[src/hdl/spi_pkg.sv]
package spi_pkg;

  // frame layout: write flag, register address, write data
  localparam int CMD_WIDTH   = 12;
  localparam int READ_WIDTH  = 8;
  localparam int ADDR_WIDTH  = 3;
  // a read sends the flag and the address before turning around
  localparam int RD_OUT_BITS = 1 + ADDR_WIDTH;

  // system clocks per sclk half period
  localparam int SCLK_HALF   = 4;
  localparam int DIV_W       = $clog2(2 * SCLK_HALF);

  localparam int WB_AW = 4;
  localparam int WB_DW = 32;

  typedef logic [CMD_WIDTH-1:0]  spi_cmd_t;
  typedef logic [READ_WIDTH-1:0] spi_data_t;
  typedef logic [WB_AW-1:0]      wb_addr_t;
  typedef logic [WB_DW-1:0]      wb_data_t;
  typedef logic [3:0]            bit_cnt_t;
  typedef logic [DIV_W-1:0]      div_cnt_t;

  // byte offsets of the register map
  localparam wb_addr_t REG_CMD    = 4'h0;
  localparam wb_addr_t REG_STATUS = 4'h4;
  localparam wb_addr_t REG_RXDATA = 4'h8;

  // last count of a half period and of a full sclk period
  localparam div_cnt_t HALF_END   = div_cnt_t'(SCLK_HALF - 1);
  localparam div_cnt_t PERIOD_END = div_cnt_t'(2 * SCLK_HALF - 1);

  typedef struct packed {
    logic     cyc;
    logic     stb;
    logic     we;
    wb_addr_t adr;
    wb_data_t dat;
  } wb_req_t;

  typedef struct packed {
    logic     ack;
    wb_data_t dat;
  } wb_rsp_t;

  // frame is left aligned, MSB goes out first
  typedef struct packed {
    spi_cmd_t frame;
    bit_cnt_t n_out;
    bit_cnt_t n_in;
  } spi_job_t;

  typedef enum logic [1:0] {
    IDLE,
    DECODE,
    SHIFT,
    POST
  } eng_state_t;

  typedef enum logic [1:0] {
    S_IDLE,
    S_SETUP,
    S_CLOCK,
    S_HOLD
  } shf_state_t;

endpackage
[src/hdl/spi_wb_top.sv]
module spi_wb_top (
  input  logic             clk,
  input  logic             rst_n,
  input  spi_pkg::wb_req_t wb_req,
  output spi_pkg::wb_rsp_t wb_rsp,
  output logic             sclk,
  output logic             cs_n,
  output logic             mosi,
  input  logic             miso
);

  logic               cmd_req;
  spi_pkg::spi_cmd_t  cmd;
  logic               cmd_ack;
  logic               busy;
  logic               rx_strobe;
  spi_pkg::spi_data_t rx_byte;
  logic               job_start;
  spi_pkg::spi_job_t  job;
  logic               done;
  spi_pkg::spi_data_t rx_shift;

  wb_spi_regs u_regs (
    .clk       (clk),
    .rst_n     (rst_n),
    .wb_req    (wb_req),
    .wb_rsp    (wb_rsp),
    .cmd_req   (cmd_req),
    .cmd       (cmd),
    .cmd_ack   (cmd_ack),
    .busy      (busy),
    .rx_strobe (rx_strobe),
    .rx_byte   (rx_byte)
  );

  spi_cmd_engine u_engine (
    .clk       (clk),
    .rst_n     (rst_n),
    .cmd_req   (cmd_req),
    .cmd       (cmd),
    .cmd_ack   (cmd_ack),
    .busy      (busy),
    .job_start (job_start),
    .job       (job),
    .done      (done),
    .rx_shift  (rx_shift),
    .rx_strobe (rx_strobe),
    .rx_byte   (rx_byte)
  );

  spi_shifter u_shifter (
    .clk       (clk),
    .rst_n     (rst_n),
    .job_start (job_start),
    .job       (job),
    .done      (done),
    .rx_shift  (rx_shift),
    .sclk      (sclk),
    .cs_n      (cs_n),
    .mosi      (mosi),
    .miso      (miso)
  );

endmodule

[src/hdl/spi_shifter.sv]
module spi_shifter (
  input  logic               clk,
  input  logic               rst_n,
  input  logic               job_start,
  input  spi_pkg::spi_job_t  job,
  output logic               done,
  output spi_pkg::spi_data_t rx_shift,
  output logic               sclk,
  output logic               cs_n,
  output logic               mosi,
  input  logic               miso
);

  spi_pkg::shf_state_t state;
  spi_pkg::div_cnt_t   half_cnt;
  spi_pkg::bit_cnt_t   bit_cnt;
  spi_pkg::bit_cnt_t   bit_nxt;
  spi_pkg::bit_cnt_t   n_out_q;
  spi_pkg::bit_cnt_t   n_last;
  spi_pkg::spi_cmd_t   shreg;
  spi_pkg::spi_data_t  rx_q;
  logic                half_end;
  logic                period_end;
  logic                last_bit;
  logic                load;

  assign half_end   = (half_cnt == spi_pkg::HALF_END);
  assign period_end = (half_cnt == spi_pkg::PERIOD_END);
  assign bit_nxt    = bit_cnt + 1'b1;
  assign last_bit   = (bit_cnt == n_last);
  assign load       = (state == spi_pkg::S_IDLE) && job_start;
  assign rx_shift   = rx_q;

  always_ff @(posedge clk or negedge rst_n)
  begin
    if (!rst_n)
    begin
      state    <= spi_pkg::S_IDLE;
      half_cnt <= '0;
      bit_cnt  <= '0;
      sclk     <= 1'b0;
      cs_n     <= 1'b1;
      mosi     <= 1'b0;
      done     <= 1'b0;
    end
    else
    begin
      done <= 1'b0;
      case (state)
        spi_pkg::S_IDLE:
        begin
          half_cnt <= '0;
          bit_cnt  <= '0;
          if (job_start)
          begin
            // first bit is on mosi before the first rising edge
            cs_n  <= 1'b0;
            mosi  <= job.frame[spi_pkg::CMD_WIDTH-1];
            state <= spi_pkg::S_SETUP;
          end
        end
        spi_pkg::S_SETUP:
        begin
          half_cnt <= half_cnt + 1'b1;
          if (half_end)
          begin
            half_cnt <= '0;
            sclk     <= 1'b1;
            state    <= spi_pkg::S_CLOCK;
          end
        end
        spi_pkg::S_CLOCK:
        begin
          half_cnt <= half_cnt + 1'b1;
          // falling edge, next out bit or zero once the out bits run dry
          if (half_end)
          begin
            sclk <= 1'b0;
            mosi <= (bit_nxt < n_out_q) ? shreg[spi_pkg::CMD_WIDTH-2] : 1'b0;
          end
          if (period_end)
          begin
            half_cnt <= '0;
            if (last_bit)
            begin
              state <= spi_pkg::S_HOLD;
            end
            else
            begin
              bit_cnt <= bit_nxt;
              sclk    <= 1'b1;
            end
          end
        end
        spi_pkg::S_HOLD:
        begin
          half_cnt <= half_cnt + 1'b1;
          if (half_end)
          begin
            half_cnt <= '0;
            cs_n     <= 1'b1;
            done     <= 1'b1;
            state    <= spi_pkg::S_IDLE;
          end
        end
        default:
        begin
          state <= spi_pkg::S_IDLE;
        end
      endcase
    end
  end

  always_ff @(posedge clk)
  begin
    if (load)
    begin
      shreg   <= job.frame;
      n_out_q <= job.n_out;
      n_last  <= job.n_out + job.n_in - 1'b1;
    end
    else if (state == spi_pkg::S_CLOCK)
    begin
      // miso is taken in the first clock of the high phase
      if ((half_cnt == '0) && (bit_cnt >= n_out_q))
      begin
        rx_q <= {rx_q[spi_pkg::READ_WIDTH-2:0], miso};
      end
      if (half_end)
      begin
        shreg <= shreg << 1;
      end
    end
  end

endmodule

[src/hdl/spi_cmd_engine.sv]
module spi_cmd_engine (
  input  logic               clk,
  input  logic               rst_n,
  input  logic               cmd_req,
  input  spi_pkg::spi_cmd_t  cmd,
  output logic               cmd_ack,
  output logic               busy,
  output logic               job_start,
  output spi_pkg::spi_job_t  job,
  input  logic               done,
  input  spi_pkg::spi_data_t rx_shift,
  output logic               rx_strobe,
  output spi_pkg::spi_data_t rx_byte
);

  spi_pkg::eng_state_t state;
  spi_pkg::spi_cmd_t   cmd_q;
  spi_pkg::spi_cmd_t   rd_frame;
  logic                is_write;
  logic                accept;

  assign is_write = cmd_q[spi_pkg::CMD_WIDTH-1];
  assign accept   = (state == spi_pkg::IDLE) && cmd_req;

  // busy covers DECODE through POST
  assign busy = (state != spi_pkg::IDLE);

  // read frame keeps only the flag and the address, data bits go out as zero
  assign rd_frame = {cmd_q[spi_pkg::CMD_WIDTH-1 -: spi_pkg::RD_OUT_BITS],
                     {(spi_pkg::CMD_WIDTH - spi_pkg::RD_OUT_BITS){1'b0}}};

  always_ff @(posedge clk or negedge rst_n)
  begin
    if (!rst_n)
    begin
      state     <= spi_pkg::IDLE;
      cmd_ack   <= 1'b0;
      job_start <= 1'b0;
      rx_strobe <= 1'b0;
    end
    else
    begin
      cmd_ack   <= 1'b0;
      job_start <= 1'b0;
      rx_strobe <= 1'b0;
      case (state)
        spi_pkg::IDLE:
        begin
          if (cmd_req)
          begin
            cmd_ack <= 1'b1;
            state   <= spi_pkg::DECODE;
          end
        end
        spi_pkg::DECODE:
        begin
          job_start <= 1'b1;
          state     <= spi_pkg::SHIFT;
        end
        spi_pkg::SHIFT:
        begin
          if (done)
          begin
            // only reads post a byte back to the registers
            rx_strobe <= !is_write;
            state     <= spi_pkg::POST;
          end
        end
        spi_pkg::POST:
        begin
          state <= spi_pkg::IDLE;
        end
        default:
        begin
          state <= spi_pkg::IDLE;
        end
      endcase
    end
  end

  always_ff @(posedge clk)
  begin
    if (accept)
    begin
      cmd_q <= cmd;
    end
  end

  // job is built in DECODE and stays stable for the whole transfer
  always_ff @(posedge clk)
  begin
    if (state == spi_pkg::DECODE)
    begin
      if (is_write)
      begin
        job.frame <= cmd_q;
        job.n_out <= spi_pkg::bit_cnt_t'(spi_pkg::CMD_WIDTH);
        job.n_in  <= '0;
      end
      else
      begin
        job.frame <= rd_frame;
        job.n_out <= spi_pkg::bit_cnt_t'(spi_pkg::RD_OUT_BITS);
        job.n_in  <= spi_pkg::bit_cnt_t'(spi_pkg::READ_WIDTH);
      end
    end
  end

  always_ff @(posedge clk)
  begin
    if ((state == spi_pkg::SHIFT) && done)
    begin
      rx_byte <= rx_shift;
    end
  end

endmodule

[src/hdl/wb_spi_regs.sv]
module wb_spi_regs (
  input  logic               clk,
  input  logic               rst_n,
  input  spi_pkg::wb_req_t   wb_req,
  output spi_pkg::wb_rsp_t   wb_rsp,
  output logic               cmd_req,
  output spi_pkg::spi_cmd_t  cmd,
  input  logic               cmd_ack,
  input  logic               busy,
  input  logic               rx_strobe,
  input  spi_pkg::spi_data_t rx_byte
);

  logic               ack_q;
  spi_pkg::wb_data_t  dat_q;
  logic               rx_valid;
  spi_pkg::spi_data_t rx_data;
  logic               bus_hit;
  logic               cmd_wr;
  logic               plain_ack;
  logic               bus_rd;
  logic               rd_rx;

  // a new cycle is seen only while no ack is on the bus
  assign bus_hit = wb_req.cyc && wb_req.stb && !ack_q;

  // CMD writes wait for the engine, so the bus stalls while a transfer runs
  assign cmd_wr = bus_hit && wb_req.we && (wb_req.adr == spi_pkg::REG_CMD);

  // every other access is answered one clock after stb
  assign plain_ack = bus_hit && !cmd_wr;
  assign bus_rd    = plain_ack && !wb_req.we;
  assign rd_rx     = bus_rd && (wb_req.adr == spi_pkg::REG_RXDATA);

  assign wb_rsp.ack = ack_q;
  assign wb_rsp.dat = dat_q;

  always_ff @(posedge clk or negedge rst_n)
  begin
    if (!rst_n)
    begin
      ack_q   <= 1'b0;
      cmd_req <= 1'b0;
    end
    else
    begin
      ack_q <= plain_ack || (cmd_req && cmd_ack);
      if (cmd_ack)
      begin
        cmd_req <= 1'b0;
      end
      else if (cmd_wr)
      begin
        cmd_req <= 1'b1;
      end
    end
  end

  // command word is captured once, when the request goes up
  always_ff @(posedge clk)
  begin
    if (cmd_wr && !cmd_req)
    begin
      cmd <= wb_req.dat[spi_pkg::CMD_WIDTH-1:0];
    end
  end

  always_ff @(posedge clk or negedge rst_n)
  begin
    if (!rst_n)
    begin
      rx_valid <= 1'b0;
    end
    else if (rx_strobe)
    begin
      // a fresh byte wins over a read in the same cycle
      rx_valid <= 1'b1;
    end
    else if (rd_rx)
    begin
      rx_valid <= 1'b0;
    end
  end

  always_ff @(posedge clk)
  begin
    if (rx_strobe)
    begin
      rx_data <= rx_byte;
    end
  end

  // read mux, unmapped offsets return zero
  always_ff @(posedge clk)
  begin
    if (bus_rd)
    begin
      case (wb_req.adr)
        spi_pkg::REG_STATUS:
        begin
          dat_q <= spi_pkg::wb_data_t'({rx_valid, busy});
        end
        spi_pkg::REG_RXDATA:
        begin
          dat_q <= spi_pkg::wb_data_t'(rx_data);
        end
        default:
        begin
          dat_q <= '0;
        end
      endcase
    end
  end

endmodule

[config.mk]
export PLATFORM = sky130hd
export DESIGN_NAME = spi_wb_top
export DESIGN_NICKNAME = d
export VERILOG_FILES = /design/src/hdl/spi_pkg.sv /design/src/hdl/spi_wb_top.sv /design/src/hdl/spi_shifter.sv /design/src/hdl/spi_cmd_engine.sv /design/src/hdl/wb_spi_regs.sv
export SDC_FILE = /design/constraint.sdc
export NUM_CORES = 1
export LEC_CHECK = 0
export ABC_AREA = 1
export BUFFER_PORTS_ARGS = -buffer_cell sky130_fd_sc_hd__clkbuf_2
export CORE_MARGIN = 4
export CORE_UTILIZATION = 25
export CTS_CLUSTER_DIAMETER = 30
export DETAILED_ROUTE_END_ITERATION = 16
export SLEW_MARGIN = 20
export SYNTH_ARGS = -nofsm -noshare
export SYNTH_HDL_FRONTEND = slang
export SYNTH_HIERARCHICAL = 1
export SYNTH_SLANG_ARGS = --single-unit
[constraint.sdc]
create_clock -name clk -period 1.7 [get_ports clk]
set_input_delay 0.085 -clock clk [delete_from_list [all_inputs] [get_ports clk]]
set_output_delay 0.085 -clock clk [all_outputs]
set_load 0.01 [all_outputs]
## Word-level counts from Yosys, hierarchy flattened

Cells that the tools add are included.

- Add/subtract/negate cells: 4
- Multipliers: 0
- Div/mod/pow operators: 0
- Magnitude comparators: 2
- Eq/ne operators: 20
- Shift-type cells: 0
- Mux-type cells: 42
- Bitwise operators: 1
- Reductions and logical operators: 40

Operators with widths:

| kind | count |
|---|---|
| $mux W11 | 3 |
| $mux W20 | 1 |
| $mux W1 | 19 |
| $pmux W2 S4 | 2 |
| $pmux W8 S2 | 1 |
| $reduce_bool A2 Y1 | 8 |
| $mux W2 | 7 |
| $logic_and A1 B1 Y1 | 13 |
| $ne A2 B1 Y1 const B | 6 |
| $reduce_and A3 Y1 | 4 |
| $pmux W3 S3 | 1 |
| $eq A2 B2 Y1 const B | 4 |
| $mux W4 | 2 |
| $pmux W4 S2 | 1 |
| $mux W3 | 2 |
| $ne A2 B2 Y1 const B | 3 |
| $pmux W1 S2 | 3 |
| $reduce_and A2 Y1 | 3 |
| $logic_not A1 Y1 | 5 |
| $reduce_and A5 Y1 | 1 |
| $add A4 B1 Y4 const B | 1 |
| $add A4 B4 Y4 | 1 |
| $eq A2 B1 Y1 const B | 2 |
| $eq A4 B3 Y1 const B | 1 |
| other kinds (14) | 15 |

- Register bits after elaboration: 140
- Bits in latches: 0
- Bits in writable memories: 0
- Bits in read-only memories: 0
- Input bits: 42
- Output and inout bits: 36
- Word-level logic and storage cells: 136
- Memories kept: 0

## Depth between registers and ports, before layout

- Word-level depth: 10
- Mapped depth: 9
- Gate-level depth less buffers: 9

## Cells and area by module

Netlist, hierarchy kept.

Modules (own cells, without submodules):

| module | times used | cells an instance | area each (um^2) | sequential area each (um^2) |
|---|---|---|---|---|
| spi_shifter | 1 | 219 | 2158.3 | 1137.3 |
| spi_cmd_engine | 1 | 92 | 1412.6 | 1116.1 |
| wb_spi_regs | 1 | 96 | 1291.2 | 915.9 |

## Least setup slack after synthesis

No wires, ideal clock.

- Kind: register to register
- Start point: register u_regs.ack_q
- End point: register u_regs.cmd[0], enable pin
- Setup time: 396 ps
- Arrival: 1406 ps
- Required time: 1304 ps
- Setup slack: -102 ps
- Stages on the path, launching flop included: 4
- Path buffers: 0
- Clock period less this slack: 1802 ps
- Cells stage by stage: dfrtp_1 > inv_1 > nand4_1 > nor3_1

- Cells in the longest elaborated chain, start to end: 5

Ends and longest elaborated chain:

| what | line | source |
|---|---|---|
| from (decl) | wb_spi_regs.sv:14 | `logic ack_q;` |
| from (signal assigned) | wb_spi_regs.sv:47 | `ack_q <= plain_ack \|\| (cmd_req && cmd_ack);` |
| $logic_not A1 Y1 | wb_spi_regs.sv:25 | `assign bus_hit = wb_req.cyc && wb_req.stb && !ack_q;` |
| $logic_and A1 B1 Y1 | wb_spi_regs.sv:25 |  |
| $logic_and A1 B1 Y1 (2 in series) | wb_spi_regs.sv:28 | `assign cmd_wr = bus_hit && wb_req.we && (wb_req.adr == spi_pkg::REG_CMD);` |
| $logic_and A1 B1 Y1 | wb_spi_regs.sv:62 | `if (cmd_wr && !cmd_req)` |
| to (signal assigned) | wb_spi_regs.sv:64 | `cmd <= wb_req.dat[spi_pkg::CMD_WIDTH-1:0];` |
| to (decl) | wb_spi_regs.sv:7 | `output spi_pkg::spi_cmd_t cmd,` |

No other way between the ends.
A chain may end at the register's enable or synchronous reset.

## Worst setup path after layout

- Start point: register u_shifter.bit_cnt[1]
- End point: register u_shifter.rx_q[6], in the netlist u_shifter/rx_shift[6], enable pin

- Cells in the longest elaborated chain, start to end: 3

Ends and longest elaborated chain:

| what | line | source |
|---|---|---|
| from (decl) | spi_shifter.sv:16 | `spi_pkg::bit_cnt_t bit_cnt;` |
| from (signal assigned) | spi_shifter.sv:90 | `bit_cnt <= bit_nxt;` |
| $ge A4 B4 Y1 | spi_shifter.sv:125 | `if ((half_cnt == '0) && (bit_cnt >= n_out_q))` |
| $logic_and A1 B1 Y1 | spi_shifter.sv:125 |  |
| $reduce_and A3 Y1 (no line) | -- |  |
| to (signal assigned) | spi_shifter.sv:127 | `rx_q <= {rx_q[spi_pkg::READ_WIDTH-2:0], miso};` |
| to (decl) | spi_shifter.sv:21 | `spi_pkg::spi_data_t rx_q;` |

No other way between the ends.

==> flow_summary.json <==
{
  "skew_ns": 0.009772,
  "synthCells": 407,
  "synth_area_leaders": "edfxtp_1 (54%), dfrtp_1 (10%), ha_1 (7.2%)",
  "io_buffer_count": 33,
  "h-tree-depth": 3,
  "rr_worst_depth": 8,
  "synth_flop_cell": "edfxtp_1",
  "slew_headroom": 0.6188,
  "period_share": 0.9742,
  "synth_area_mm2": 0.004862,
  "p_total_uw": 7443,
  "met2WireLength_um": 3706,
  "ys_top_cells_by_count": "edfxtp_1 (88), nand2_1 (85), inv_1 (61), buf_4 (32), ha_1 (28)",
  "overflow": 0,
  "max_freq_mhz": 603.8,
  "finalHoldViolCount": 0,
  "cts_sinks": 109,
  "cts_tree": "yes",
  "wl_met1_um": 3421,
  "synth_area_per_cell_um2": 11.95,
  "crit_fanout": 8,
  "nNetsFinal": 545,
  "powerDensity_mw_per_mm2": 1272,
  "first_pass_iters": 4,
  "wl_met3_um": 314,
  "antenna_found_initial": 0,
  "dieArea_mm2": 0.02174,
  "clock_latency_ns": 0.35,
  "area_growth_pct": 20.38,
  "top_layer": "met4",
  "synth-edff-count": 88,
  "die_w_um": 147.5,
  "cap_violations": 0,
  "critPathCaptureType": "flip-flop",
  "worstPathArrival_ns": 1.72,
  "vias_per_cell": 3.742,
  "fillers": 1910,
  "num_io_pins": 78,
  "postRouteAntennaNets": 0,
  "grt_pass1_vias": 2797,
  "first_iter_violations": 188,
  "worst_pin_slew_ns": 0.5718,
  "root_buffer": "clkbuf_16",
  "rsz0062_at_grt": "true",
  "cp.required_ns": 1.76,
  "setup_viol": 0,
  "dpl.hpwl_um": 5684,
  "hold_depth": 3,
  "synthDistinctLibCells": 33,
  "leakagePower_uw": 0.002562,
  "die_height_um": 147.5,
  "core_mm2": 0.01889,
  "synthArstFlopShare": 0.1927,
  "num_rows": 50,
  "cts_buffers": 9,
  "drive_above_1_share": 0.2150,
  "fin_crit_ns": 1.656,
  "clk_pin_slew_ns": 0.08,
  "yosys.cell_count.top_type": "edfxtp_1",
  "ys_seq_elements": 109,
  "n_antenna_cell": 0,
  "floorplan.initialDensity": 0.2574,
  "track_usage": 0.07420,
  "vdd_drop_max_v": 0.0005805,
  "clockBufferDepth": 2,
  "yosys_warnings": 6,
  "status": "finished, final reports clean",
  "wl_per_cell_um": 10.29,
  "utilization": 0.3098,
  "start_kind": "flip-flop",
  "fin_setup_tns_ns": 0,
  "grt_start_max_net_pins": 22,
  "synth_top_area_cell": "edfxtp_1",
  "maxSlewViolCount": 0,
  "critPathKind": "flip-flop to flip-flop",
  "wirelength_um": 7601,
  "seq_area_frac_synth": 0.6518,
  "vias": 2765,
  "grt_pass1_wl_um": 13130,
  "synth_top_area_share": 0.5435,
  "remaining_drc_errors": 0,
  "gp_congestion": 0.8257,
  "hold_path.class": "input pin to flip-flop"
}
==> layout make-up <==
cell class	count	area, um^2	share of cell area
sequential	109	3171	0.5417
multi-input combinational	223	1339	0.2287
timing repair buffer	65	469.2	0.08016
tap	260	325.3	0.05558
inverter	66	247.7	0.04233
clock buffer	9	225.2	0.03848
clock inverter	7	76.32	0.01304
==> cell usage in the layout, fill, tap and decap left out, types with 7 or more instances in the layout <==
master and count:
dlygate4sd3_1 14, clkbuf_2 33, nand2_2 7, conb_1 30, buf_4 15, clkbuf_16 9
inv_2 7, dfrtp_1 19, inv_1 59, edfxtp_1 88, ha_1 25, nand4_1 9
nand2_1 85, nand3_1 14, nor2_1 15
==> registers in the layout, summed over array words and instances (netlist names), 2 cells and up <==
| name | flops |
|---|---|
| u_shifter/shreg | 11 |
| u_shifter/state | 2 |
| u_shifter/n_last | 4 |
| u_engine/cmd_q | 12 |
| u_shifter/rx_shift | 8 |
| u_shifter/n_out_q | 4 |
| u_engine/state | 2 |
| u_regs/cmd | 12 |
| u_shifter/bit_cnt | 4 |
| u_regs/rx_data | 8 |
| u_shifter/half_cnt | 3 |
| u_regs/dat_q | 8 |
| u_engine/rx_byte | 8 |
| u_engine/job | 13 |
==> through the flow <==
stage,instance area (um^2),std cells,hold WS (ns),setup slack [ns]
after floorplan,4969,434,-0.2106,0.05900
after global placement,5340,708,0.1028,0.03040
after detailed placement,5340,708,0.1174,0.03058
after CTS,5782,738,0.01517,0.01599
after global routing,5853,739,0.04638,-0.06080
final,5853,739,0.02688,0.04382
==> metal layers <==
metal	GRT usage	up-vias
met1	0.09172	1291
met2	0.1247	64
met5	0	-
li1	-	1394
met3	0.01901	16
met4	0.02936	0
==> worst paths after layout <==
check / start / to / slack [ns]
setup / recovery: u_shifter/bit_cnt[1] / u_shifter/rx_shift[6] / 0.04
hold / removal: wb_req[37] / u_regs/ack_q / 0.03
setup reg to reg: u_shifter/bit_cnt[1] / u_shifter/rx_shift[6] / 0.04
hold reg to reg: u_engine/rx_byte[7] / u_regs/rx_data[7] / 0.42
max in group asynchronous: rst_n / u_shifter/bit_cnt[0] / 1.00
min in group asynchronous: rst_n / u_shifter/bit_cnt[0] / 0.30
==> cell families after synthesis <==
logic type | synth area share
compound gates | 0.01235
flops | 0.6518
fa+ha+maj | 0.07617
buf+inv | 0.1068
other cells | 0.002316
xor+xnor | 0.009008
simple gates | 0.1415
==> power by group <==
| part | internal (uW) | leakage [uW] | switching, uW |
|---|---|---|---|
| combinational | 702 | 0.00134 | 1080 |
| clock | 1050 | 0.000148 | 1000 |
| sequential | 3420 | 0.00108 | 201 |
==> what timing repair did <==
action / in CTS / in global routing
hold buffers: 14 / 0
gates resized for setup: 0 / 11
setup endpoints to repair: 0 / 9
setup buffers: 0 / 1
endpoints found under the hold margin: 33 / 0
==> worst max-delay path, cell delays in order, from the launching register on <==
cell      delay (ns)
dfrtp_1         0.41
ha_4            0.28
inv_2           0.03
o21bai_1        0.13
nand3_1         0.10
nand3_2         0.07
nand4_1         0.10
inv_1           0.10
buf_6           0.14
Note: power is estimated with default switching activity, not from simulation.
